### src/hw/bridge_pkg.sv
// host bridge word type and the register window of the display core
// addresses are full 32-bit bridge byte addresses, the window is
// selected by the upper address byte

package bridge_pkg;

    // bridge address and data are both one 32-bit word
    typedef logic [31:0] bridge_word_t;

    // upper address byte of the register window
    localparam logic [7:0] REG_BASE = 8'hF8;

    // word offsets inside the window, low 24 address bits
    localparam logic [23:0] REG_MODE_OFFSET  = 24'h000000;
    localparam logic [23:0] REG_FRAME_OFFSET = 24'h000004;

    // frame counter width, wraps silently
    localparam int FRAME_CNT_W = 16;

endpackage

### src/hw/video_pkg.sv
// video types and default raster timing for the display core
// pixel and coordinate widths are shared by the timing generator,
// the compositor, the top level and the testbench

package video_pkg;

    // one 24-bit pixel, r in the top byte
    typedef logic [23:0] rgb_t;

    // raster counter or visible coordinate
    typedef logic [9:0] coord_t;

    // overlay pixels of exactly this colour win over the framebuffer
    localparam rgb_t OVERLAY_KEY = 24'hFFFFFF;

    //////////////////////////////////////////////////////////
    // default raster, 320x240 visible in a 400x512 frame
    //////////////////////////////////////////////////////////

    localparam coord_t DEF_H_TOTAL  = 10'd400;
    localparam coord_t DEF_H_ACTIVE = 10'd320;
    localparam coord_t DEF_H_BPORCH = 10'd40;
    localparam coord_t DEF_V_TOTAL  = 10'd512;
    localparam coord_t DEF_V_ACTIVE = 10'd240;
    localparam coord_t DEF_V_BPORCH = 10'd16;

    // hs sits a few columns in, so it never lands on the vs cycle
    localparam coord_t DEF_HS_OFFSET = 10'd3;

endpackage
### src/hw/display_core.sv
// display and audio core top level
// raster timing feeds the compositor, the register block supplies
// the display mode, the i2s clocks run free; pixel sources sit
// outside and are looked up from visible_x and visible_y

`timescale 1ns/1ps

module display_core #(
    parameter video_pkg::coord_t H_TOTAL   = video_pkg::DEF_H_TOTAL,
    parameter video_pkg::coord_t H_ACTIVE  = video_pkg::DEF_H_ACTIVE,
    parameter video_pkg::coord_t H_BPORCH  = video_pkg::DEF_H_BPORCH,
    parameter video_pkg::coord_t V_TOTAL   = video_pkg::DEF_V_TOTAL,
    parameter video_pkg::coord_t V_ACTIVE  = video_pkg::DEF_V_ACTIVE,
    parameter video_pkg::coord_t V_BPORCH  = video_pkg::DEF_V_BPORCH,
    parameter video_pkg::coord_t HS_OFFSET = video_pkg::DEF_HS_OFFSET,
    parameter int                MCLK_STEP = 245760,
    parameter int                MCLK_WRAP = 742500
) (
    input  logic                     clk_74a,
    input  logic                     reset_n,

    // bridge, synchronous to clk_74a
    // reads decode from the address alone, the read strobe is not needed
    input  bridge_pkg::bridge_word_t bridge_addr,
    input  logic                     bridge_rd,
    output bridge_pkg::bridge_word_t bridge_rd_data,
    input  logic                     bridge_wr,
    input  bridge_pkg::bridge_word_t bridge_wr_data,

    // pixel sources, looked up from the coordinates below
    input  video_pkg::rgb_t          overlay_rgb,
    input  video_pkg::rgb_t          fb_rgb,
    output video_pkg::coord_t        visible_x,
    output video_pkg::coord_t        visible_y,

    // video out
    output video_pkg::rgb_t          video_rgb,
    output logic                     video_de,
    output logic                     video_hs,
    output logic                     video_vs,

    // audio out
    output logic                     audio_mclk,
    output logic                     audio_lrck,
    output logic                     audio_dac
);

    logic frame_start;
    logic hs_mark;
    logic active;
    logic display_mode;

    ////////////////////////////////////////////////////////////
    // video path
    ////////////////////////////////////////////////////////////

    raster_timing #(
        .H_TOTAL   (H_TOTAL),
        .H_ACTIVE  (H_ACTIVE),
        .H_BPORCH  (H_BPORCH),
        .V_TOTAL   (V_TOTAL),
        .V_ACTIVE  (V_ACTIVE),
        .V_BPORCH  (V_BPORCH),
        .HS_OFFSET (HS_OFFSET)
    ) u_raster_timing (
        .clk_74a     (clk_74a),
        .reset_n     (reset_n),
        .frame_start (frame_start),
        .hs_mark     (hs_mark),
        .active      (active),
        .visible_x   (visible_x),
        .visible_y   (visible_y)
    );

    pixel_compositor u_pixel_compositor (
        .clk_74a      (clk_74a),
        .reset_n      (reset_n),
        .frame_start  (frame_start),
        .hs_mark      (hs_mark),
        .active       (active),
        .display_mode (display_mode),
        .overlay_rgb  (overlay_rgb),
        .fb_rgb       (fb_rgb),
        .video_rgb    (video_rgb),
        .video_de     (video_de),
        .video_hs     (video_hs),
        .video_vs     (video_vs)
    );

    // mode register and frame count behind the bridge
    display_regs u_display_regs (
        .clk_74a        (clk_74a),
        .reset_n        (reset_n),
        .frame_start    (frame_start),
        .bridge_addr    (bridge_addr),
        .bridge_wr      (bridge_wr),
        .bridge_wr_data (bridge_wr_data),
        .display_mode   (display_mode),
        .bridge_rd_data (bridge_rd_data)
    );

    ////////////////////////////////////////////////////////////
    // audio clocks
    ////////////////////////////////////////////////////////////

    i2s_clock_gen #(
        .MCLK_STEP (MCLK_STEP),
        .MCLK_WRAP (MCLK_WRAP)
    ) u_i2s_clock_gen (
        .clk_74a    (clk_74a),
        .reset_n    (reset_n),
        .audio_mclk (audio_mclk),
        .audio_lrck (audio_lrck),
        .audio_dac  (audio_dac)
    );

endmodule

### src/hw/display_regs.sv
// bridge register block of the display core
// one writable mode bit and a read-only frame counter in the
// 0xF8 window; writes land one cycle after the strobe, reads are
// decoded combinationally from the address

`timescale 1ns/1ps

module display_regs (
    input  logic                    clk_74a,
    input  logic                    reset_n,
    input  logic                    frame_start,
    input  bridge_pkg::bridge_word_t bridge_addr,
    input  logic                    bridge_wr,
    input  bridge_pkg::bridge_word_t bridge_wr_data,
    output logic                    display_mode,
    output bridge_pkg::bridge_word_t bridge_rd_data
);

    // full byte addresses of the two registers
    localparam bridge_pkg::bridge_word_t MODE_ADDR =
        {bridge_pkg::REG_BASE, bridge_pkg::REG_MODE_OFFSET};
    localparam bridge_pkg::bridge_word_t FRAME_ADDR =
        {bridge_pkg::REG_BASE, bridge_pkg::REG_FRAME_OFFSET};

    logic [bridge_pkg::FRAME_CNT_W-1:0] frame_cnt;
    logic                               mode_wr;

    ////////////////////////////////////////////////////////////
    // writes
    ////////////////////////////////////////////////////////////

    // only the mode register is writable, anything else is dropped
    assign mode_wr = bridge_wr && (bridge_addr == MODE_ADDR);

    always_ff @(posedge clk_74a or negedge reset_n) begin
        if (!reset_n) begin
            display_mode <= 1'b0;
        end else if (mode_wr) begin
            display_mode <= bridge_wr_data[0];
        end
    end

    // frame counter, one step per frame origin
    always_ff @(posedge clk_74a or negedge reset_n) begin
        if (!reset_n) begin
            frame_cnt <= '0;
        end else if (frame_start) begin
            frame_cnt <= frame_cnt + 1'b1;
        end
    end

    ////////////////////////////////////////////////////////////
    // read mux
    ////////////////////////////////////////////////////////////

    always_comb begin
        case (bridge_addr)
            MODE_ADDR:  bridge_rd_data = {31'b0, display_mode};
            // count is zero-extended into the word
            FRAME_ADDR: bridge_rd_data = bridge_pkg::bridge_word_t'(frame_cnt);
            default:    bridge_rd_data = '0;
        endcase
    end

endmodule

### src/hw/i2s_clock_gen.sv
// silent i2s clock generator
// mclk from a fractional accumulator on clk_74a, sclk at mclk/4 and
// lrck every 32 sclk periods; all three run as registered outputs
// stepped by enables, the dac line stays low

`timescale 1ns/1ps

module i2s_clock_gen #(
    parameter int MCLK_STEP = 245760,
    parameter int MCLK_WRAP = 742500
) (
    input  logic clk_74a,
    input  logic reset_n,
    output logic audio_mclk,
    output logic audio_lrck,
    output logic audio_dac
);

    // wide enough for the largest value, wrap - 1 + step
    localparam int ACC_W = $clog2(MCLK_WRAP + MCLK_STEP + 1);
    localparam logic [ACC_W-1:0] STEP = ACC_W'(MCLK_STEP);
    localparam logic [ACC_W-1:0] WRAP = ACC_W'(MCLK_WRAP);

    logic [ACC_W-1:0] accum;
    logic             mclk_toggle;
    logic             mclk_rise;
    logic [1:0]       mclk_div;
    logic [1:0]       mclk_div_next;
    logic             sclk;
    logic             sclk_fall;
    logic [4:0]       lrck_cnt;

    ////////////////////////////////////////////////////////////
    // mclk, average rate clk_74a * step / (2 * wrap)
    ////////////////////////////////////////////////////////////

    assign mclk_toggle = (accum >= WRAP);

    always_ff @(posedge clk_74a or negedge reset_n) begin
        if (!reset_n) begin
            accum      <= '0;
            audio_mclk <= 1'b0;
        end else if (mclk_toggle) begin
            accum      <= accum - WRAP + STEP;
            audio_mclk <= ~audio_mclk;
        end else begin
            accum <= accum + STEP;
        end
    end

    ////////////////////////////////////////////////////////////
    // sclk and lrck
    ////////////////////////////////////////////////////////////

    // enable for the cycle where mclk goes high
    assign mclk_rise     = mclk_toggle && !audio_mclk;
    assign mclk_div_next = mclk_div + 2'd1;
    assign sclk          = mclk_div[1];
    // sclk drops when the divider rolls over from 3
    assign sclk_fall     = mclk_rise && sclk && !mclk_div_next[1];

    // no samples to send, all bit slots are silent
    assign audio_dac = 1'b0;

    always_ff @(posedge clk_74a or negedge reset_n) begin
        if (!reset_n) begin
            mclk_div   <= '0;
            lrck_cnt   <= '0;
            audio_lrck <= 1'b0;
        end else begin
            if (mclk_rise) begin
                mclk_div <= mclk_div_next;
            end
            if (sclk_fall) begin
                // 32 bit slots per channel
                lrck_cnt <= lrck_cnt + 5'd1;
                if (lrck_cnt == 5'd31) begin
                    audio_lrck <= ~audio_lrck;
                end
            end
        end
    end

endmodule

### src/hw/pixel_compositor.sv
// pixel compositor
// picks between the text overlay and the framebuffer pixel and
// registers it together with hs, vs and de, one cycle after the
// raster position that produced the strobes

`timescale 1ns/1ps

module pixel_compositor (
    input  logic            clk_74a,
    input  logic            reset_n,
    input  logic            frame_start,
    input  logic            hs_mark,
    input  logic            active,
    input  logic            display_mode,
    input  video_pkg::rgb_t overlay_rgb,
    input  video_pkg::rgb_t fb_rgb,
    output video_pkg::rgb_t video_rgb,
    output logic            video_de,
    output logic            video_hs,
    output logic            video_vs
);

    video_pkg::rgb_t pix_next;

    // mode 1 shows the framebuffer only
    // mode 0 lets white overlay text sit on top of the framebuffer
    always_comb begin
        if (!active) begin
            // blanking is black
            pix_next = '0;
        end else if (display_mode) begin
            pix_next = fb_rgb;
        end else if (overlay_rgb == video_pkg::OVERLAY_KEY) begin
            pix_next = overlay_rgb;
        end else begin
            pix_next = fb_rgb;
        end
    end

    // output stage, everything lands on the same edge
    always_ff @(posedge clk_74a or negedge reset_n) begin
        if (!reset_n) begin
            video_rgb <= '0;
            video_de  <= 1'b0;
            video_hs  <= 1'b0;
            video_vs  <= 1'b0;
        end else begin
            video_rgb <= pix_next;
            video_de  <= active;
            video_hs  <= hs_mark;
            video_vs  <= frame_start;
        end
    end

endmodule

### src/hw/raster_timing.sv
// raster timing generator
// free-running x/y counters on clk_74a, one pixel per cycle
// all outputs are decoded straight from the counter registers, so
// the caller registers them once to line up sync, de and pixel

`timescale 1ns/1ps

module raster_timing #(
    parameter video_pkg::coord_t H_TOTAL   = video_pkg::DEF_H_TOTAL,
    parameter video_pkg::coord_t H_ACTIVE  = video_pkg::DEF_H_ACTIVE,
    parameter video_pkg::coord_t H_BPORCH  = video_pkg::DEF_H_BPORCH,
    parameter video_pkg::coord_t V_TOTAL   = video_pkg::DEF_V_TOTAL,
    parameter video_pkg::coord_t V_ACTIVE  = video_pkg::DEF_V_ACTIVE,
    parameter video_pkg::coord_t V_BPORCH  = video_pkg::DEF_V_BPORCH,
    parameter video_pkg::coord_t HS_OFFSET = video_pkg::DEF_HS_OFFSET
) (
    input  logic              clk_74a,
    input  logic              reset_n,
    output logic              frame_start,
    output logic              hs_mark,
    output logic              active,
    output video_pkg::coord_t visible_x,
    output video_pkg::coord_t visible_y
);

    // end of the active window, exclusive
    localparam video_pkg::coord_t H_END = H_BPORCH + H_ACTIVE;
    localparam video_pkg::coord_t V_END = V_BPORCH + V_ACTIVE;

    video_pkg::coord_t x_count;
    video_pkg::coord_t y_count;
    logic              x_last;
    logic              y_last;
    logic              h_active;
    logic              v_active;

    ////////////////////////////////////////////////////////////
    // counters
    ////////////////////////////////////////////////////////////

    assign x_last = (x_count == H_TOTAL - 10'd1);
    assign y_last = (y_count == V_TOTAL - 10'd1);

    always_ff @(posedge clk_74a or negedge reset_n) begin
        if (!reset_n) begin
            x_count <= '0;
            y_count <= '0;
        end else begin
            // x wraps every line, y steps once per wrap of x
            if (x_last) begin
                x_count <= '0;
                if (y_last) begin
                    y_count <= '0;
                end else begin
                    y_count <= y_count + 10'd1;
                end
            end else begin
                x_count <= x_count + 10'd1;
            end
        end
    end

    ////////////////////////////////////////////////////////////
    // decodes
    ////////////////////////////////////////////////////////////

    // frame origin, one cycle per frame
    assign frame_start = (x_count == '0) && (y_count == '0);

    // sync column, one cycle per line
    assign hs_mark = (x_count == HS_OFFSET);

    assign h_active = (x_count >= H_BPORCH) && (x_count < H_END);
    assign v_active = (y_count >= V_BPORCH) && (y_count < V_END);
    assign active   = h_active && v_active;

    // coordinates relative to the back porch
    // only meaningful inside the window, they wrap outside it
    assign visible_x = x_count - H_BPORCH;
    assign visible_y = y_count - V_BPORCH;

endmodule

### config.mk
export PLATFORM = sky130hd
export DESIGN_NAME = display_core
export DESIGN_NICKNAME = d
export VERILOG_FILES = /design/src/hw/bridge_pkg.sv /design/src/hw/video_pkg.sv /design/src/hw/display_core.sv /design/src/hw/display_regs.sv /design/src/hw/i2s_clock_gen.sv /design/src/hw/pixel_compositor.sv /design/src/hw/raster_timing.sv
export SDC_FILE = /design/constraint.sdc
export NUM_CORES = 1
export LEC_CHECK = 0
export ABC_AREA = 1
export BUFFER_PORTS_ARGS = -buffer_cell sky130_fd_sc_hd__buf_2
export CORE_ASPECT_RATIO = 1.25
export CORE_MARGIN = 2
export CORE_UTILIZATION = 34
export CTS_CLUSTER_DIAMETER = 30
export CTS_CLUSTER_SIZE = 28
export DETAILED_ROUTE_END_ITERATION = 10
export PLACE_DENSITY = 0.7
export SKIP_LAST_GASP = 1
export SYNTH_ARGS = -nofsm -noshare
export SYNTH_HDL_FRONTEND = slang
export SYNTH_SLANG_ARGS = --single-unit
### constraint.sdc
create_clock -name clk_74a -period 1.67 [get_ports clk_74a]
set_input_delay 0.167 -clock clk_74a [delete_from_list [all_inputs] [get_ports clk_74a]]
set_output_delay 0.167 -clock clk_74a [all_outputs]
set_load 0.05 [all_outputs]
==> PnR_summary.wiki <==
{| class="wikitable"
! Metric !! Value
|-
| Run status || finished with violations
|-
| Violations in the final reports || negative setup slack
|-
| Post-synth EDFFs || 0
|-
| Met1 Track Usage GR || 0.209
|-
| DRT Wirelength || 16,400 um
|-
| Class of the worst hold path || in -> reg
|-
| Remaining antenna violation count || 0
|-
| Tcrit/Tclk final || 1.09
|-
| DR iter-0 viols || 215
|-
| Number of standard-cell rows in the floorplan || 52
|-
| Seq cells post-synth || 91
|-
| Maximum number of pins on one net before global-route repair || 45
|-
| Cells after Synth || about 690
|-
| Buf+Inv Stages, Crit Path || 2
|-
| Total Nets Final || 1,057
|-
| Minimum clock period || ~1.8 ns
|-
| Met2 Resource Use GR || 0.321
|-
| Async S/R FF share, synth || 1.00
|-
| Die Width || 118 um
|-
| Critical Path Slowest Stage Cell || dfrtp_1
|-
| # IOs || 198
|-
| Most area-consuming cells after synthesis || dfrtp_1 41%, nand2_1 8.0%, xor2_1 6.3%
|-
| Prevailing post-synth register cell || dfrtp_1
|-
| Buffers added on ports || between 100 and 150
|-
| Setup repair after global routing missed its margin || true
|-
| Highest cell delay on the worst timing path || 0.45 ns
|-
| Number of global-route vias before repair || approximately 5.2k
|-
| Average wire per standard cell || 14.4 um
|-
| Floorplan die height || 147 um
|-
| Residual DRC count || 0
|-
| Via Count || 5,370
|-
| CP Max Fanout || 4
|-
| Global-route total usage across every layer || 0.178
|-
| Worst slack on hold paths || 0.0433 ns
|-
| Cell with the most instances after synthesis || nand2_1
|-
| Synth cell count leaders || 118 x nand2_1, 91 x dfrtp_1, 87 x nor2_1
|-
| Clock latency at the later pin of the worst-skew pair || between 0.3 and 0.4 ns
|-
| Register clock-pin slew on the reported worst setup and hold paths || roughly 0.070 ns
|-
| Die Footprint || 17,400 um^2
|-
| CP Cell Sequence || clkinv_2, or2_4, nand2_4, xor2_4, buf_6
|-
| Vias/cell || ~4.7
|-
| Fin worst setup slack || -0.143 ns
|-
| Number of iterations in the first detailed-routing pass || 6
|-
| Met3 track utilization from global routing || 0.0357
|-
| Worst-case register-to-register setup slack || -0.10 ns
|-
| Worst-case vdd ir drop || around 0.0004 V
|-
| Top cell type by total area after synthesis || dfrtp_1
|-
| Crit path arrival time || 1.65 ns
|-
| Slew Limit Fails || 0
|-
| Initial Util || 0.345
|-
| Number of buffers on the longest clock path || 2
|-
| Overall power || 4.53 mW
|-
| Cell Count Post-Placement || ~1.1k
|-
| Total overflow reported by the global router || 0
|-
| Last weighted congestion value of the routability-driven placer || between 0.8 and 0.9
|-
| Estimated wirelength of the detail-placed design || 11,400 um
|-
| Max-cap check violation count || 0
|-
| Count of final setup violators || 46
|-
| Share of the core filled with cells || 0.533
|-
| Mean cell area of the mapped netlist || slightly above 8 um^2
|-
| Clock tree from TritonCTS || built
|-
| Fill cell count || 1,478
|-
| Placeable core region || 16,100 um^2
|-
| Yosys cell types || 46
|-
| Capturing element type of the critical path || output pin
|-
| Worst clock skew || 0.00833 ns
|-
| Final hold violation count || 0
|-
| Global-route wire length before repair || 25,100 um
|-
| Category of the worst setup path launch point || flop
|-
| Crit Path Class || reg -> out
|-
| Power per Cell Area || about 530 nW/um^2
|-
| Antenna violations before repair || 0
|-
| Clock sinks || 91
|-
| Area growth from synthesis to layout || 54.3%
|-
| Worst path top cell family by delay || flip-flops
|-
| Maximum clock frequency || 552 MHz
|-
| Mapped Area || 5570 um^2
|-
| Ratio of cells with drive above 1 in the final layout || 0.481
|-
| Share of the synthesized area in the top cell type || 0.409
|-
| Portion of the post-synthesis area used by sequential elements || 0.409
|-
| Post-layout instance count excluding filler cells || 1,142
|-
| Most utilized layer in the global route result || met2
|-
| Warning count from the yosys run || 0
|-
| Setup Total Neg Slack || -3.02 ns
|-
| Cell at the root of the clock tree || clkbuf_16
|-
| Pleak || 4.22 nW
|-
| Req. time, crit path || 1.50 ns
|-
| Clock buffers created by TritonCTS || 9
|-
| Depth of the CTS H-tree || 3
|-
| Ant. Diodes || 0
|}
-- routing by layer --
metal	up-vias	wire length [um]	part of all wire
met2	109	8970	0.55
li1	2649	-	-
met1	2581	6460	0.39
met4	0	406	0.025
met3	31	547	0.033
met5	-	0	0
-- sequential cells by signal, summed over array words and instances (netlist names) --
signal,flops
u_i2s_clock_gen.mclk_div,2
u_display_regs.frame_cnt,16
u_i2s_clock_gen.lrck_cnt,5
u_raster_timing.x_count,10
u_pixel_compositor.video_hs,1
u_i2s_clock_gen.accum,18
u_i2s_clock_gen.audio_mclk,1
u_pixel_compositor.video_de,1
u_raster_timing.y_count,10
u_i2s_clock_gen.audio_lrck,1
u_pixel_compositor.video_rgb,24
u_pixel_compositor.video_vs,1
u_display_regs.display_mode,1
-- placed cells by master, fill, tap and decap left out, types with 22 or more instances in the layout --
cell type | netlist | final
nand3_1 | 39 | 30
buf_2 | 6 | 119
nor2_2 | 8 | 40
a21oi_1 | 37 | 32
buf_6 | 3 | 37
inv_1 | 75 | 63
nand4_1 | 22 | 22
xor2_1 | 40 | 33
nand2_2 | 6 | 23
buf_4 | 25 | 70
nand2_1 | 118 | 93
nor2_1 | 87 | 39
dfrtp_1 | 91 | 87
-- per-stage QoR --
step | setup WS, ns | area, um^2
CTS | -0.134 | 7650
global placement | -0.0229 | 7110
floorplan | -0.273 | 5780
detailed placement | -0.0425 | 7110
finish | -0.143 | 8590
global route | -0.230 | 8590
-- worst register-to-register path, cell delays in order (launching register included) --
cell and delay [ns]:
dfrtp_2 0.42, clkinvlp_4 0.15, ha_4 0.18, nand3_4 0.08
buf_6 0.12, a21o_1 0.14, and3_4 0.17, o21ai_4 0.07
buf_12 0.15, clkbuf_16 0.16, nor2_2 0.04
-- final cells by class --
cell class                      count  area, um^2  area share
Clock buffer                        9         225      0.0262
Inverter                           84         327      0.0380
Multi-Input combinational cell    493        3590       0.418
Sequential cell                    91        2280       0.266
Tap cell                          216         270      0.0315
Clock inverter                      7        70.1     0.00815
Timing Repair Buffer              241        1820       0.212
Timing Repair inverter              1        7.51    0.000874
-- final timing paths --
kind                                                              start                                         end  depth (start not counted)
max in group asynchronous                                       reset_n         u_i2s_clock_gen.accum[15]$_DFF_PN0_                          3
worst min register to register  u_display_regs.frame_cnt[8]$_DFFE_PN0P_     u_display_regs.frame_cnt[8]$_DFFE_PN0P_                          1
min in group asynchronous                                       reset_n    u_display_regs.frame_cnt[10]$_DFFE_PN0P_                          2
worst min-delay path                                          fb_rgb[7]   u_pixel_compositor.video_rgb[7]$_DFF_PN0_                          3
worst max register to register   u_raster_timing.y_count[4]$_DFFE_PN0N_  u_pixel_compositor.video_rgb[14]$_DFF_PN0_                         10
worst max-delay path               u_raster_timing.x_count[5]$_DFF_PN0_                                visible_x[7]                          5
-- report_power, final --
| group | switching (mW) | leakage [nW] | total (mW) | internal (mW) |
|---|---|---|---|---|
| Combinational | 0.195 | 2.88 | 0.294 | 0.0994 |
| Sequential | 0.000000000429 | 1.19 | 2.20 | 2.20 |
| Clock | 0.989 | 0.141 | 2.04 | 1.05 |
| Total | 1.18 | 4.22 | 4.53 | 3.35 |
-- kinds of logic after synthesis --
group / share of synthesized area
compound gates: 0.0694
xor+xnor: 0.0750
fa+ha+maj: 0.0449
buf+inv: 0.107
flops: 0.409
other cells: 0.000673
simple gates: 0.294
-- what timing repair did --
item	4_1_cts	5_1_grt
hold buffers	1	0
pin swaps	14	50
buffers inserted	7	17
cloned	1	6
endpoints found under the setup margin	64	103
gates resized for setup	50	211
endpoints found under the hold margin	57	0
No activity file was read; power rests on OpenSTA's default activity.
